==> src/hdl/skip_pq_pkg.sv <==
`default_nettype none

package skip_pq_pkg;

	// Payload widths
	localparam int RANK_WIDTH = 10;
	localparam int META_WIDTH = 20;

	typedef logic [RANK_WIDTH-1:0] rank_t;
	typedef logic [META_WIDTH-1:0] meta_t;

	// Sentinel ranks, head holds the largest and tail the smallest
	localparam rank_t RANK_MAX = '1;
	localparam rank_t RANK_MIN = '0;

	// 32 nodes in the node memories, two of them sentinels
	localparam int DEF_L2_NODES = 5;

	// Front register depth
	localparam int DEF_OUT_DEPTH = 4;

endpackage

`default_nettype wire

==> src/hdl/node_ram.sv <==
`default_nettype none

module node_ram #(
	parameter type T = logic,
	parameter int L2_DEPTH = 5
) (
	input wire logic clk,
	input wire logic wr_en,
	input wire logic [L2_DEPTH-1:0] wr_addr,
	input wire T wr_data,
	input wire logic [L2_DEPTH-1:0] rd_addr,
	output T rd_data
);

	T mem [2 ** L2_DEPTH];

	// One write port, one read port with a single cycle of latency
	always_ff @(posedge clk)
	begin
		if (wr_en)
		begin
			mem[wr_addr] <= wr_data;
		end
		rd_data <= mem[rd_addr];
	end

endmodule

`default_nettype wire

==> src/hdl/free_list.sv <==
`default_nettype none

module free_list #(
	parameter int L2_NODES = 5
) (
	input wire logic clk,
	input wire logic rst,
	input wire logic push,
	input wire logic pop,
	input wire logic [L2_NODES-1:0] push_node,
	output logic [L2_NODES-1:0] head_node,
	output logic empty
);

	localparam int DEPTH = 2 ** L2_NODES;

	logic [L2_NODES-1:0] fifo_mem [DEPTH];
	logic [L2_NODES-1:0] rd_ptr;
	logic [L2_NODES-1:0] wr_ptr;
	logic [L2_NODES:0] fill;
	logic do_push;
	logic do_pop;

	assign do_push = push && (fill != (L2_NODES + 1)'(DEPTH));
	assign do_pop = pop && !empty;

	always_ff @(posedge clk)
	begin
		if (do_push)
		begin
			fifo_mem[wr_ptr] <= push_node;
		end
	end

	// Pointers wrap on their own width
	always_ff @(posedge clk)
	begin
		if (rst)
		begin
			rd_ptr <= '0;
			wr_ptr <= '0;
			fill <= '0;
		end
		else
		begin
			if (do_push)
			begin
				wr_ptr <= wr_ptr + 1'b1;
			end
			if (do_pop)
			begin
				rd_ptr <= rd_ptr + 1'b1;
			end
			fill <= fill + do_push - do_pop;
		end
	end

	// Fall-through, the oldest free node is always at the output
	assign head_node = fifo_mem[rd_ptr];
	assign empty = (fill == '0);

endmodule

`default_nettype wire

==> src/hdl/sorted_out_reg.sv <==
`default_nettype none

module sorted_out_reg #(
	parameter int L2_NODES = skip_pq_pkg::DEF_L2_NODES,
	parameter int OUT_DEPTH = skip_pq_pkg::DEF_OUT_DEPTH
) (
	input wire logic clk,
	input wire logic rst,
	input wire logic insert,
	input wire logic remove,
	input wire logic busy,
	input wire logic list_empty,
	input wire skip_pq_pkg::rank_t rank_in,
	input wire skip_pq_pkg::meta_t meta_in,
	input wire logic deq_valid,
	input wire skip_pq_pkg::rank_t deq_rank,
	input wire skip_pq_pkg::meta_t deq_meta,
	output skip_pq_pkg::rank_t rank_out,
	output skip_pq_pkg::meta_t meta_out,
	output logic valid_out,
	output logic has_room,
	output logic push_valid,
	output skip_pq_pkg::rank_t push_rank,
	output skip_pq_pkg::meta_t push_meta,
	output logic [L2_NODES:0] num_entries
);

	localparam int CAPACITY = 2 ** L2_NODES - 2 + OUT_DEPTH;
	localparam int NW = L2_NODES + 1;
	localparam int CW = $clog2(OUT_DEPTH + 1);

	skip_pq_pkg::rank_t rank_q [OUT_DEPTH];
	skip_pq_pkg::meta_t meta_q [OUT_DEPTH];
	skip_pq_pkg::rank_t pop_rank [OUT_DEPTH];
	skip_pq_pkg::meta_t pop_meta [OUT_DEPTH];
	skip_pq_pkg::rank_t rank_d [OUT_DEPTH];
	skip_pq_pkg::meta_t meta_d [OUT_DEPTH];
	skip_pq_pkg::rank_t ins_rank;
	skip_pq_pkg::meta_t ins_meta;
	logic [CW-1:0] cnt_q;
	logic [CW-1:0] pop_cnt;
	logic [CW-1:0] cnt_d;
	logic [CW-1:0] pos;
	logic full;
	logic ins_ok;
	logic rem_ok;
	logic keep_new;
	logic evict;
	logic forward;
	logic do_ins;

	assign full = (cnt_q == CW'(OUT_DEPTH));
	assign ins_ok = insert && !busy && (num_entries < NW'(CAPACITY));
	assign rem_ok = remove && valid_out;

	// Routing of an accepted insert
	assign keep_new = ins_ok && ((list_empty && !full) ||
		(full && (rank_in < rank_q[OUT_DEPTH-1])));
	assign evict = keep_new && full;
	assign forward = ins_ok && !keep_new;

	always_comb
	begin
		// Pop first, then place the kept insert or the refill entry
		pop_cnt = cnt_q;
		for (int i = 0; i < OUT_DEPTH; i++)
		begin
			pop_rank[i] = rank_q[i];
			pop_meta[i] = meta_q[i];
		end
		if (rem_ok)
		begin
			pop_cnt = cnt_q - 1'b1;
			for (int i = 0; i < OUT_DEPTH - 1; i++)
			begin
				pop_rank[i] = rank_q[i+1];
				pop_meta[i] = meta_q[i+1];
			end
		end

		do_ins = keep_new || deq_valid;
		ins_rank = keep_new ? rank_in : deq_rank;
		ins_meta = keep_new ? meta_in : deq_meta;

		// Equal ranks stay ahead of the newcomer
		pos = '0;
		for (int i = 0; i < OUT_DEPTH; i++)
		begin
			if ((CW'(i) < pop_cnt) && (pop_rank[i] <= ins_rank))
			begin
				pos = CW'(i + 1);
			end
		end

		rank_d[0] = (do_ins && pos == '0) ? ins_rank : pop_rank[0];
		meta_d[0] = (do_ins && pos == '0) ? ins_meta : pop_meta[0];
		for (int i = 1; i < OUT_DEPTH; i++)
		begin
			if (!do_ins || CW'(i) < pos)
			begin
				rank_d[i] = pop_rank[i];
				meta_d[i] = pop_meta[i];
			end
			else if (CW'(i) == pos)
			begin
				rank_d[i] = ins_rank;
				meta_d[i] = ins_meta;
			end
			else
			begin
				rank_d[i] = pop_rank[i-1];
				meta_d[i] = pop_meta[i-1];
			end
		end

		// An eviction drops the old maximum off the end
		cnt_d = pop_cnt + CW'(do_ins && !evict);
	end

	always_ff @(posedge clk)
	begin
		if (rst)
		begin
			cnt_q <= '0;
			push_valid <= 1'b0;
			num_entries <= '0;
		end
		else
		begin
			cnt_q <= cnt_d;
			push_valid <= forward || evict;
			if (ins_ok)
			begin
				num_entries <= num_entries + 1'b1;
			end
			else if (rem_ok)
			begin
				num_entries <= num_entries - 1'b1;
			end
		end
	end

	always_ff @(posedge clk)
	begin
		rank_q <= rank_d;
		meta_q <= meta_d;
		push_rank <= evict ? rank_q[OUT_DEPTH-1] : rank_in;
		push_meta <= evict ? meta_q[OUT_DEPTH-1] : meta_in;
	end

	assign rank_out = rank_q[0];
	assign meta_out = meta_q[0];
	// Held low while a refill from the list is still owed
	assign valid_out = (cnt_q != '0) && (full || list_empty);
	assign has_room = !full;

endmodule

`default_nettype wire

==> src/hdl/list_engine.sv <==
`default_nettype none

module list_engine #(
	parameter int L2_NODES = skip_pq_pkg::DEF_L2_NODES
) (
	input wire logic clk,
	input wire logic rst,
	input wire logic push_valid,
	input wire skip_pq_pkg::rank_t push_rank,
	input wire skip_pq_pkg::meta_t push_meta,
	input wire logic has_room,
	output logic deq_valid,
	output skip_pq_pkg::rank_t deq_rank,
	output skip_pq_pkg::meta_t deq_meta,
	output logic list_empty,
	output logic busy
);

	typedef logic [L2_NODES-1:0] idx_t;

	localparam int NODES = 2 ** L2_NODES;
	localparam idx_t NIL = '1;
	localparam idx_t HEAD = idx_t'(0);
	localparam idx_t TAIL = idx_t'(1);

	typedef enum logic [3:0] {
		S_INIT_HEAD,
		S_INIT_TAIL,
		S_INIT_FILL,
		S_IDLE,
		S_WALK_WAIT,
		S_WALK_CMP,
		S_LINK_NEW,
		S_LINK_NBR,
		S_DQ_WAIT1,
		S_DQ_LPTR,
		S_DQ_WAIT2,
		S_DQ_EMIT
	} state_t;

	state_t state;
	idx_t rd_node;
	idx_t left_node;
	idx_t right_node;
	idx_t fill_node;
	skip_pq_pkg::rank_t new_rank;
	skip_pq_pkg::meta_t new_meta;
	logic [L2_NODES:0] list_cnt;
	logic start_dq;
	logic walk_on;

	// Node memory ports, rank and meta always share an address
	logic data_we;
	idx_t data_wa;
	skip_pq_pkg::rank_t rank_wd;
	skip_pq_pkg::rank_t rank_rd;
	skip_pq_pkg::meta_t meta_wd;
	skip_pq_pkg::meta_t meta_rd;
	logic rptr_we;
	idx_t rptr_wa;
	idx_t rptr_wd;
	idx_t rptr_rd;
	logic lptr_we;
	idx_t lptr_wa;
	idx_t lptr_wd;
	idx_t lptr_rd;

	logic fl_push;
	logic fl_pop;
	logic fl_empty;
	idx_t fl_push_node;
	idx_t fl_head;

	node_ram #(.T(skip_pq_pkg::rank_t), .L2_DEPTH(L2_NODES)) rank_ram (
		.clk(clk), .wr_en(data_we), .wr_addr(data_wa), .wr_data(rank_wd),
		.rd_addr(rd_node), .rd_data(rank_rd)
	);

	node_ram #(.T(skip_pq_pkg::meta_t), .L2_DEPTH(L2_NODES)) meta_ram (
		.clk(clk), .wr_en(data_we), .wr_addr(data_wa), .wr_data(meta_wd),
		.rd_addr(rd_node), .rd_data(meta_rd)
	);

	node_ram #(.T(idx_t), .L2_DEPTH(L2_NODES)) rptr_ram (
		.clk(clk), .wr_en(rptr_we), .wr_addr(rptr_wa), .wr_data(rptr_wd),
		.rd_addr(rd_node), .rd_data(rptr_rd)
	);

	node_ram #(.T(idx_t), .L2_DEPTH(L2_NODES)) lptr_ram (
		.clk(clk), .wr_en(lptr_we), .wr_addr(lptr_wa), .wr_data(lptr_wd),
		.rd_addr(rd_node), .rd_data(lptr_rd)
	);

	free_list #(.L2_NODES(L2_NODES)) node_free_list (
		.clk(clk), .rst(rst), .push(fl_push), .pop(fl_pop),
		.push_node(fl_push_node), .head_node(fl_head), .empty(fl_empty)
	);

	// Head is always a left candidate, the tail never passes the test
	assign walk_on = (rd_node == HEAD) || (rank_rd > new_rank);
	assign list_empty = (list_cnt == '0);
	assign start_dq = (state == S_IDLE) && !push_valid && has_room && !list_empty;
	assign busy = (state != S_IDLE) || push_valid || start_dq;

	always_ff @(posedge clk)
	begin
		if (rst)
		begin
			state <= S_INIT_HEAD;
			fill_node <= idx_t'(2);
			list_cnt <= '0;
		end
		else
		begin
			case (state)
				S_INIT_HEAD: state <= S_INIT_TAIL;
				S_INIT_TAIL: state <= S_INIT_FILL;
				S_INIT_FILL:
				begin
					fill_node <= fill_node + 1'b1;
					if (fill_node == idx_t'(NODES - 1))
					begin
						state <= S_IDLE;
					end
				end
				S_IDLE:
				begin
					// A pending push wins over a refill
					if (push_valid)
					begin
						list_cnt <= list_cnt + 1'b1;
						state <= S_WALK_WAIT;
					end
					else if (start_dq)
					begin
						state <= S_DQ_WAIT1;
					end
				end
				S_WALK_WAIT: state <= S_WALK_CMP;
				S_WALK_CMP: state <= walk_on ? S_WALK_WAIT : S_LINK_NEW;
				S_LINK_NEW: state <= S_LINK_NBR;
				S_LINK_NBR: state <= S_IDLE;
				S_DQ_WAIT1: state <= S_DQ_LPTR;
				S_DQ_LPTR: state <= S_DQ_WAIT2;
				S_DQ_WAIT2: state <= S_DQ_EMIT;
				S_DQ_EMIT:
				begin
					list_cnt <= list_cnt - 1'b1;
					state <= S_IDLE;
				end
				default: state <= S_INIT_HEAD;
			endcase
		end
	end

	// Search and dequeue bookkeeping
	always_ff @(posedge clk)
	begin
		case (state)
			S_IDLE:
			begin
				new_rank <= push_rank;
				new_meta <= push_meta;
				rd_node <= push_valid ? HEAD : TAIL;
			end
			S_WALK_CMP:
			begin
				if (walk_on)
				begin
					left_node <= rd_node;
					right_node <= rptr_rd;
					rd_node <= rptr_rd;
				end
			end
			// Node left of the tail is the list minimum
			S_DQ_LPTR: rd_node <= lptr_rd;
			default: ;
		endcase
	end

	always_comb
	begin
		data_we = 1'b0;
		data_wa = fl_head;
		rank_wd = new_rank;
		meta_wd = new_meta;
		rptr_we = 1'b0;
		rptr_wa = left_node;
		rptr_wd = fl_head;
		lptr_we = 1'b0;
		lptr_wa = right_node;
		lptr_wd = fl_head;
		fl_push = 1'b0;
		fl_push_node = fill_node;
		case (state)
			S_INIT_HEAD:
			begin
				data_we = 1'b1;
				data_wa = HEAD;
				rank_wd = skip_pq_pkg::RANK_MAX;
				meta_wd = '0;
				rptr_we = 1'b1;
				rptr_wa = HEAD;
				rptr_wd = TAIL;
				lptr_we = 1'b1;
				lptr_wa = HEAD;
				lptr_wd = NIL;
			end
			S_INIT_TAIL:
			begin
				data_we = 1'b1;
				data_wa = TAIL;
				rank_wd = skip_pq_pkg::RANK_MIN;
				meta_wd = '0;
				rptr_we = 1'b1;
				rptr_wa = TAIL;
				rptr_wd = NIL;
				lptr_we = 1'b1;
				lptr_wa = TAIL;
				lptr_wd = HEAD;
			end
			S_INIT_FILL: fl_push = 1'b1;
			S_LINK_NEW:
			begin
				// Fresh node points at both neighbours
				data_we = 1'b1;
				rptr_we = 1'b1;
				rptr_wa = fl_head;
				rptr_wd = right_node;
				lptr_we = 1'b1;
				lptr_wa = fl_head;
				lptr_wd = left_node;
			end
			S_LINK_NBR:
			begin
				rptr_we = 1'b1;
				lptr_we = 1'b1;
			end
			S_DQ_EMIT:
			begin
				// Unlink the dequeued node and give it back
				rptr_we = 1'b1;
				rptr_wa = lptr_rd;
				rptr_wd = TAIL;
				lptr_we = 1'b1;
				lptr_wa = TAIL;
				lptr_wd = lptr_rd;
				fl_push = 1'b1;
				fl_push_node = rd_node;
			end
			default: ;
		endcase
	end

	assign fl_pop = (state == S_LINK_NBR) && !fl_empty;
	assign deq_valid = (state == S_DQ_EMIT);
	assign deq_rank = rank_rd;
	assign deq_meta = meta_rd;

endmodule

`default_nettype wire

==> src/hdl/skip_pq_top.sv <==
`default_nettype none

module skip_pq_top #(
	parameter int L2_NODES = skip_pq_pkg::DEF_L2_NODES,
	parameter int OUT_DEPTH = skip_pq_pkg::DEF_OUT_DEPTH
) (
	input wire logic clk,
	input wire logic rst,
	input wire logic insert,
	input wire logic remove,
	input wire skip_pq_pkg::rank_t rank_in,
	input wire skip_pq_pkg::meta_t meta_in,
	output skip_pq_pkg::rank_t rank_out,
	output skip_pq_pkg::meta_t meta_out,
	output logic valid_out,
	output logic busy,
	output logic [L2_NODES:0] num_entries
);

	// Register to engine
	logic push_valid;
	skip_pq_pkg::rank_t push_rank;
	skip_pq_pkg::meta_t push_meta;
	logic has_room;

	// Engine to register
	logic deq_valid;
	skip_pq_pkg::rank_t deq_rank;
	skip_pq_pkg::meta_t deq_meta;
	logic list_empty;

	sorted_out_reg #(
		.L2_NODES(L2_NODES),
		.OUT_DEPTH(OUT_DEPTH)
	) out_reg (
		.clk(clk), .rst(rst),
		.insert(insert), .remove(remove),
		.busy(busy), .list_empty(list_empty),
		.rank_in(rank_in), .meta_in(meta_in),
		.deq_valid(deq_valid), .deq_rank(deq_rank), .deq_meta(deq_meta),
		.rank_out(rank_out), .meta_out(meta_out), .valid_out(valid_out),
		.has_room(has_room),
		.push_valid(push_valid), .push_rank(push_rank), .push_meta(push_meta),
		.num_entries(num_entries)
	);

	list_engine #(
		.L2_NODES(L2_NODES)
	) engine (
		.clk(clk), .rst(rst),
		.push_valid(push_valid), .push_rank(push_rank), .push_meta(push_meta),
		.has_room(has_room),
		.deq_valid(deq_valid), .deq_rank(deq_rank), .deq_meta(deq_meta),
		.list_empty(list_empty),
		.busy(busy)
	);

endmodule

`default_nettype wire

==> config.mk <==
export PLATFORM = sky130hd
export DESIGN_NAME = skip_pq_top
export DESIGN_NICKNAME = d
export VERILOG_FILES = /design/src/hdl/skip_pq_pkg.sv /design/src/hdl/node_ram.sv /design/src/hdl/free_list.sv /design/src/hdl/sorted_out_reg.sv /design/src/hdl/list_engine.sv /design/src/hdl/skip_pq_top.sv
export SDC_FILE = /design/constraint.sdc
export NUM_CORES = 2
export LEC_CHECK = 0
export BUFFER_PORTS_ARGS = -buffer_cell sky130_fd_sc_hd__buf_4
export CORE_ASPECT_RATIO = 0.5
export CORE_MARGIN = 4
export CORE_UTILIZATION = 26
export DETAILED_ROUTE_END_ITERATION = 10
export GPL_TIMING_DRIVEN = 0
export HOLD_SLACK_MARGIN = 0.15
export PLACE_DENSITY = 0.37
export REMOVE_ABC_BUFFERS = 1
export SLEW_MARGIN = 15
export SYNTH_ARGS = -nofsm -noshare
export SYNTH_HDL_FRONTEND = slang
export SYNTH_HIERARCHICAL = 1
export SYNTH_SLANG_ARGS = --single-unit
==> constraint.sdc <==
create_clock -name clk -period 16.5 [get_ports clk]
set_clock_uncertainty 0.15 [all_clocks]
set_input_delay 2.475 -clock clk [delete_from_list [all_inputs] [get_ports clk]]
set_output_delay 2.475 -clock clk [all_outputs]
set_load 0.05 [all_outputs]
## After elaboration in Yosys (flattened, before gate mapping)

Memories as Yosys holds them, arrays and structs flattened. A register that Yosys moved wholly into a read port is not among the register bits.
Index checks and enable logic that the tools add are counted.
W data, S select, Z words.

- Bits in registers: 236
- Bits in latches: 0
- RAM bits: 1440
- Memory bits (read-only): 0
- Bits of input ports: 34
- Output and inout port bits: 38
- Word-level logic and storage cells: 189
- Memories kept: 5

- Add/subtract/negate cells: 11
- Multipliers: 0
- Divide/modulo/power cells: 0
- Order comparisons: 14
- Equality and inequality tests: 22
- Shift-type cells: 0
- Muxes and demuxes: 54
- Bitwise gates (word level): 0
- Reduce and logical (&&, ||, !) cells: 59

Memories:

| name | depth | bits a word | read ports | clocked after Yosys merged registers in | wr ports | line | text |
|---|---|---|---|---|---|---|---|
| engine.meta_ram.mem | 32 | 20 | 1 | 1 | 1 | node_ram.sv:15 | `T mem [2 ** L2_DEPTH];` |
| engine.rank_ram.mem | 32 | 10 | 1 | 1 | 1 | node_ram.sv:15 |  |
| engine.lptr_ram.mem | 32 | 5 | 1 | 1 | 1 | node_ram.sv:15 |  |
| engine.node_free_list.fifo_mem | 32 | 5 | 1 | 1 | 1 | free_list.sv:17 | `logic [L2_NODES-1:0] fifo_mem [DEPTH];` |
| engine.rptr_ram.mem | 32 | 5 | 1 | 1 | 1 | node_ram.sv:15 |  |

Operators with widths:

| operator | count |
|---|---|
| $mux W20 | 9 |
| $mux W10 | 8 |
| $mux W60 | 1 |
| $pmux W5 S3 | 3 |
| $pmux W4 S11 | 1 |
| $le A10 B10 Y1 | 4 |
| $pmux W5 S4 | 2 |
| $mux W30 | 1 |
| $logic_and A1 B1 Y1 | 21 |
| $mux W5 | 4 |
| $pmux W10 S2 | 1 |
| $mux W6 | 3 |
| $eq A4 B3 Y1 const B | 4 |
| $eq A4 B4 Y1 const B | 4 |
| $add A5 B1 Y5 const B | 3 |
| $add A6 B1 Y6 const B | 2 |
| $logic_not A6 Y1 | 2 |
| $lt A2 B3 Y1 const A | 4 |
| $mux W4 | 3 |
| $pmux W6 S2 | 1 |
| $sub A6 B1 Y6 const B | 2 |
| $mux W1 | 11 |
| $gt A10 B10 Y1 | 1 |
| $logic_or A1 B1 Y1 | 10 |
| other kinds (31) | 55 |

## Logic depth before layout (Yosys ltp)

- Depth after elaboration: 19
- Depth in mapped cells: 24

## Modules after synthesis

Netlist, hierarchy kept.

Modules (own cells, without submodules):

| module | times used | cells each | area each (um^2) |
|---|---|---|---|
| node_ram (engine.meta_ram) | 1 | 1414 | 25553.3 |
| node_ram (engine.rank_ram) | 1 | 733 | 12993.7 |
| node_ram (engine.lptr_ram ...) | 2 | 277 | 6344.8 |
| sorted_out_reg | 1 | 831 | 9280.2 |
| free_list | 1 | 457 | 7399.6 |
| list_engine | 1 | 350 | 3550.9 |

## Least setup slack after synthesis

Ideal clock, no wire load.

- Kind: in2reg
- Start: input rank_in[3]
- End: register out_reg/meta_q[0] in the netlist's numbering (enable)
- Arrival: 6.807 ns
- Data required time: 15.933 ns
- Slack: 9.126 ns
- Stages: 15
- Cells stage by stage: ha_1 > a211o_1 > a21oi_1 > o21ai_0 > a221oi_1 > buf_2 > mux2i_1 > ha_1 > nand2_1 > o21bai_1 > a21o_1 > o2111ai_1 > nand4b_1 > o311ai_4 > nor2_1

- Cells in the longest elaborated chain, start to end: 13
- Elaborated cells on any way between the ends: 21
- Those cells by class: 6 x order compare; 5 x mux; 10 x reduce/logical

RTL lines:

| element | line | text |
|---|---|---|
| start: declaration | skip_pq_top.sv:11 | `input wire skip_pq_pkg::rank_t rank_in,` |
| $lt A10 B10 Y1 | sorted_out_reg.sv:58 | `(full && (rank_in < rank_q[OUT_DEPTH-1])));` |
| $logic_and A1 B1 Y1 | sorted_out_reg.sv:58 |  |
| $logic_or A1 B1 Y1 | sorted_out_reg.sv:57 | `assign keep_new = ins_ok && ((list_empty && !full) \|\|` |
| $logic_and A1 B1 Y1 | sorted_out_reg.sv:57 |  |
| $mux W10 | sorted_out_reg.sv:82 | `ins_rank = keep_new ? rank_in : deq_rank;` |
| $le A10 B10 Y1 | sorted_out_reg.sv:89 | `if ((CW'(i) < pop_cnt) && (pop_rank[i] <= ins_rank))` |
| $logic_and A1 B1 Y1 | sorted_out_reg.sv:89 |  |
| $mux W1 | sorted_out_reg.sv:89 |  |
| $mux W2 (2 in series) | sorted_out_reg.sv:89 |  |
| $mux W3 | sorted_out_reg.sv:89 |  |
| $lt A2 B3 Y1 | sorted_out_reg.sv:99 | `if (!do_ins \|\| CW'(i) < pos)` |
| $logic_or A1 B1 Y1 (*) | sorted_out_reg.sv:99 |  |
| end signal: assignment | sorted_out_reg.sv:146 | `meta_q <= meta_d;` |
| end: declaration | sorted_out_reg.sv:33 | `skip_pq_pkg::meta_t meta_q [OUT_DEPTH];` |

Every way passes the cells marked *; elsewhere a longest branch is shown, timed or not.
A chain may end at the register's enable or synchronous reset.

==> metrics.cfg <==
[synth]
synthSimpleGateAreaFrac_pct = 4.92
synth_xor_area_share_pct = 0.270
syn-mean-instance-area_sq_um = 16.5
synth_top_family_by_area = multiplexers
synth-compound-area-share_pct = 4.85
synth_area_sq_um = 71500
synth-seq-cells = 1721
syn_inst = 4339
synthAdderAreaFrac_pct = 1.54
seq_area_frac_synth_pct = 69.4
synth_warnings = 6
synth_edf_count = 1515
muxShareOfSynthArea_pct = 16.1
synth_flop_cell = edfxtp_1
async_flop_share_pct = 0
yosysUniqueCellTypes = 90

[route]
post_drt_wl_per_cell_um = 23.3
routed_via_density = 4.59
firstDrtPassIters = 6
ant_nets = 0
drcViolationCount = 0
drt-total-wl_um = 193000
via_count = 37900
drtIter0Drc = 2702

[floorplan]
core_sq_um = 272000
rows = 135
die_area_sq_um = 284000
fp.dieW_um = 749
start_util_pct = 26.3
io_pins = 72
die_h_um = 379

[final_layout]
area_delta_synth_final_pct = 17.7
final_cell_mix = edfxtp_1 (1515), mux2i_1 (756), dfxtp_1 (204)
postLayoutCellArea_sq_um = 84100
final_layout_size_suffix_gt1_share_pct = 18.3
fill_cells = 26500
final_common_cell = edfxtp_1
nets = 4615

[grt]
overflow = 0
grtUsageMet3_pct = 1.93
use_met2_pct = 21.9
gr-usage-met1_pct = 18.5
grt.busiest_layer = met2
grt_max_degree = 46
grt_pass1_wl_um = 278000
track_usage_pct = 13.3
grt_pass1_vias = 39100
antenna_found_initial = 4

[critical_path]
critPathCaptureType = flip-flop
path_max_fanout = 32
max_stage_delay_ns = 0.78
cp.arrival_ns = 8.78
worst-setup-path-type = in -> reg
start_kind = input port
required_ns = 17.10
crit_slowest_cell = mux2i_1
cp_cell_sequence = buf_4, ha_1, a211o_1, a21oi_1, o21ai_0, a221oi_4, buf_6, mux2i_1, ha_1, and4_1, and4_1, a41oi_1, o211a_4, nand4b_1, nor3_4, buf_8, buf_8, mux2i_1

[placed_design]
portBuffers = 71
place_hpwl_um = 127000
dpl-instance-area_sq_um = 78500
place.gp.congestion = 0.742

[sta]
min_period_ns = 8.18
setup_viol = 0
slew_headroom_pct = 22.0
final-hold-violation-count = 0
rsz0062_at_grt = false
drv_slew = 0
tightest_slew_ns = 1.17
whs_ns = 0.252
period_share_pct = 49.6
setup_tns_ns = 0
fmax_mhz = 122

[clock_tree]
insertion_delay_ns = 0.83
numCtsBuffers = 182
htreeDepth = 4
cts_hold_buf = 0
clock_sinks = 1721
clock-root-buffer = clkbuf_16
clockBufferDepth = 4
cts_resized = 0
post_cts_buffers = 0
cts_tree = yes
clk_pin_slew_ns = 0.06

[flow_run]
cap_violations = 0

[hold_path]
hold_class = reg -> reg

[pwr]
p_leak_uw = 0.0305
p_sw_share_pct = 27.4
powerDensity_nw_per_um2 = 132
clock_power_share_pct = 35.3
peakVddDrop_mv = 0.110
p_switching_uw = 3060
p_comb_share_pct = 18.0
power_frac_seq_pct = 46.7
p_int_uw = 8080
p_total_uw = 11100

[run_status]
status = finished clean

-- layout make-up --
| cell class | instances | area, sq um | area share [%] |
|---|---|---|---|
| diodes | 4 | 10.0 | 0.0119 |
| clock buffers | 241 | 4940 | 5.87 |
| clock inverters | 84 | 643 | 0.764 |
| inverters | 86 | 323 | 0.384 |
| multi-input cells | 2276 | 20300 | 24.1 |
| flip-flops and latches | 1721 | 49600 | 59.0 |
| well taps | 3630 | 4540 | 5.40 |
| repair buffers | 228 | 3790 | 4.50 |
-- cell usage after synthesis, drive strengths merged, types with 7 or more instances --
cell       n  area [sq um]
clkbuf    82           317
or3        8          50.1
mux4     120          2730
and3       7          45.1
xor2      11          96.3
buf      174          1450
edfxtp  1515         45500
ha        83          1040
inv       86           323
a21o      22           165
or3b      15           131
nand3    104           521
a31oi     35           234
nor2     245           948
a22oi    132           991
and2      30           188
a21oi    129           649
nand4     36           225
nor3      51           322
a22o      76           666
a211oi    10          75.1
a221o      8          80.1
nand2    115           432
mux2     105          1190
nand3b    24           184
nor2b     19           119
xnor2     11          96.3
nand2b    15          93.8
a221oi     7          73.8
dfxtp    206          4120
mux2i    756          7570
o21ai     28           144
-- per-stage QoR --
step | setup WS [ns] | instances | util, %
finish | 8.32 | 8270 | 30.9
global route | 7.92 | 8266 | 30.9
CTS | 8.23 | 8264 | 30.9
detailed placement | 7.44 | 7939 | 28.8
global placement | -13.54 | 7784 | 27.5
floorplan | -4.57 | 4083 | -
-- critical path, delay by kind of cell --
family,cells,cell delay (ns)
AND/OR/NAND/NOR,4,1.59
multiplexers,2,1.00
adder cells (fa/ha/maj),2,0.71
buffers and inverters,4,0.78
AO/OA/AOI/OAI,6,2.17
-- power by group through the flow --
| stage | clock (uW) | sequential, uW | combinational [uW] |
|---|---|---|---|
| 2_1_floorplan | 0 | 5400 | 1210 |
| 3_3_place_gp | 0 | 5310 | 1980 |
| 3_5_place_dp | 0 | 5300 | 2030 |
| 4_1_cts | 4090 | 5210 | 2040 |
| 5_1_grt | 4270 | 5220 | 2190 |
| 6_report | 3930 | 5200 | 2000 |
-- logic make-up (layout without fill, tap and decap cells) --
| kind of cell | Yosys count | in the layout |
|---|---|---|
| AO/OA/AOI/OAI | 488 | 488 |
| XOR/XNOR | 22 | 22 |
| adder cells (fa/ha/maj) | 86 | 86 |
| buffers and inverters | 342 | 639 |
| flip-flops | 1721 | 1721 |
| multiplexers | 981 | 981 |
| other | 0 | 4 |
| AND/OR/NAND/NOR | 699 | 699 |
-- metal layers --
| layer | share of wire (%) | vias to the layer above |
|---|---|---|
| met5 | 0 | - |
| met4 | 2.2 | 0 |
| met3 | 3.5 | 265 |
| li1 | - | 17300 |
| met1 | 47 | 19700 |
| met2 | 47 | 650 |
-- worst paths after layout --
kind / from / to / slack, ns / depth (start not counted)
setup / recovery: rank_in[3] / out_reg/meta_out[9]$_DFF_P_ / 8.32 / 18
hold / removal: out_reg/push_meta[17]$_DFF_P_ / engine/new_meta[17]$_DFFE_PP_ / 0.25 / 0
setup reg to reg: engine/state[1]$_SDFFE_PP0P_ / out_reg/meta_out[9]$_DFF_P_ / 8.43 / 16
hold reg to reg: out_reg/push_meta[17]$_DFF_P_ / engine/new_meta[17]$_DFFE_PP_ / 0.25 / 0
-- sequential cells by signal, indices dropped and copies added (netlist names), 60 cells and up, named ones only --
register                        count
engine/rptr_ram/mem               160
engine/meta_ram/mem               640
engine/node_free_list/fifo_mem    160
out_reg/meta_q                     60
engine/lptr_ram/mem               160
engine/rank_ram/mem               320
No activity file was read; power rests on OpenSTA's default activity.
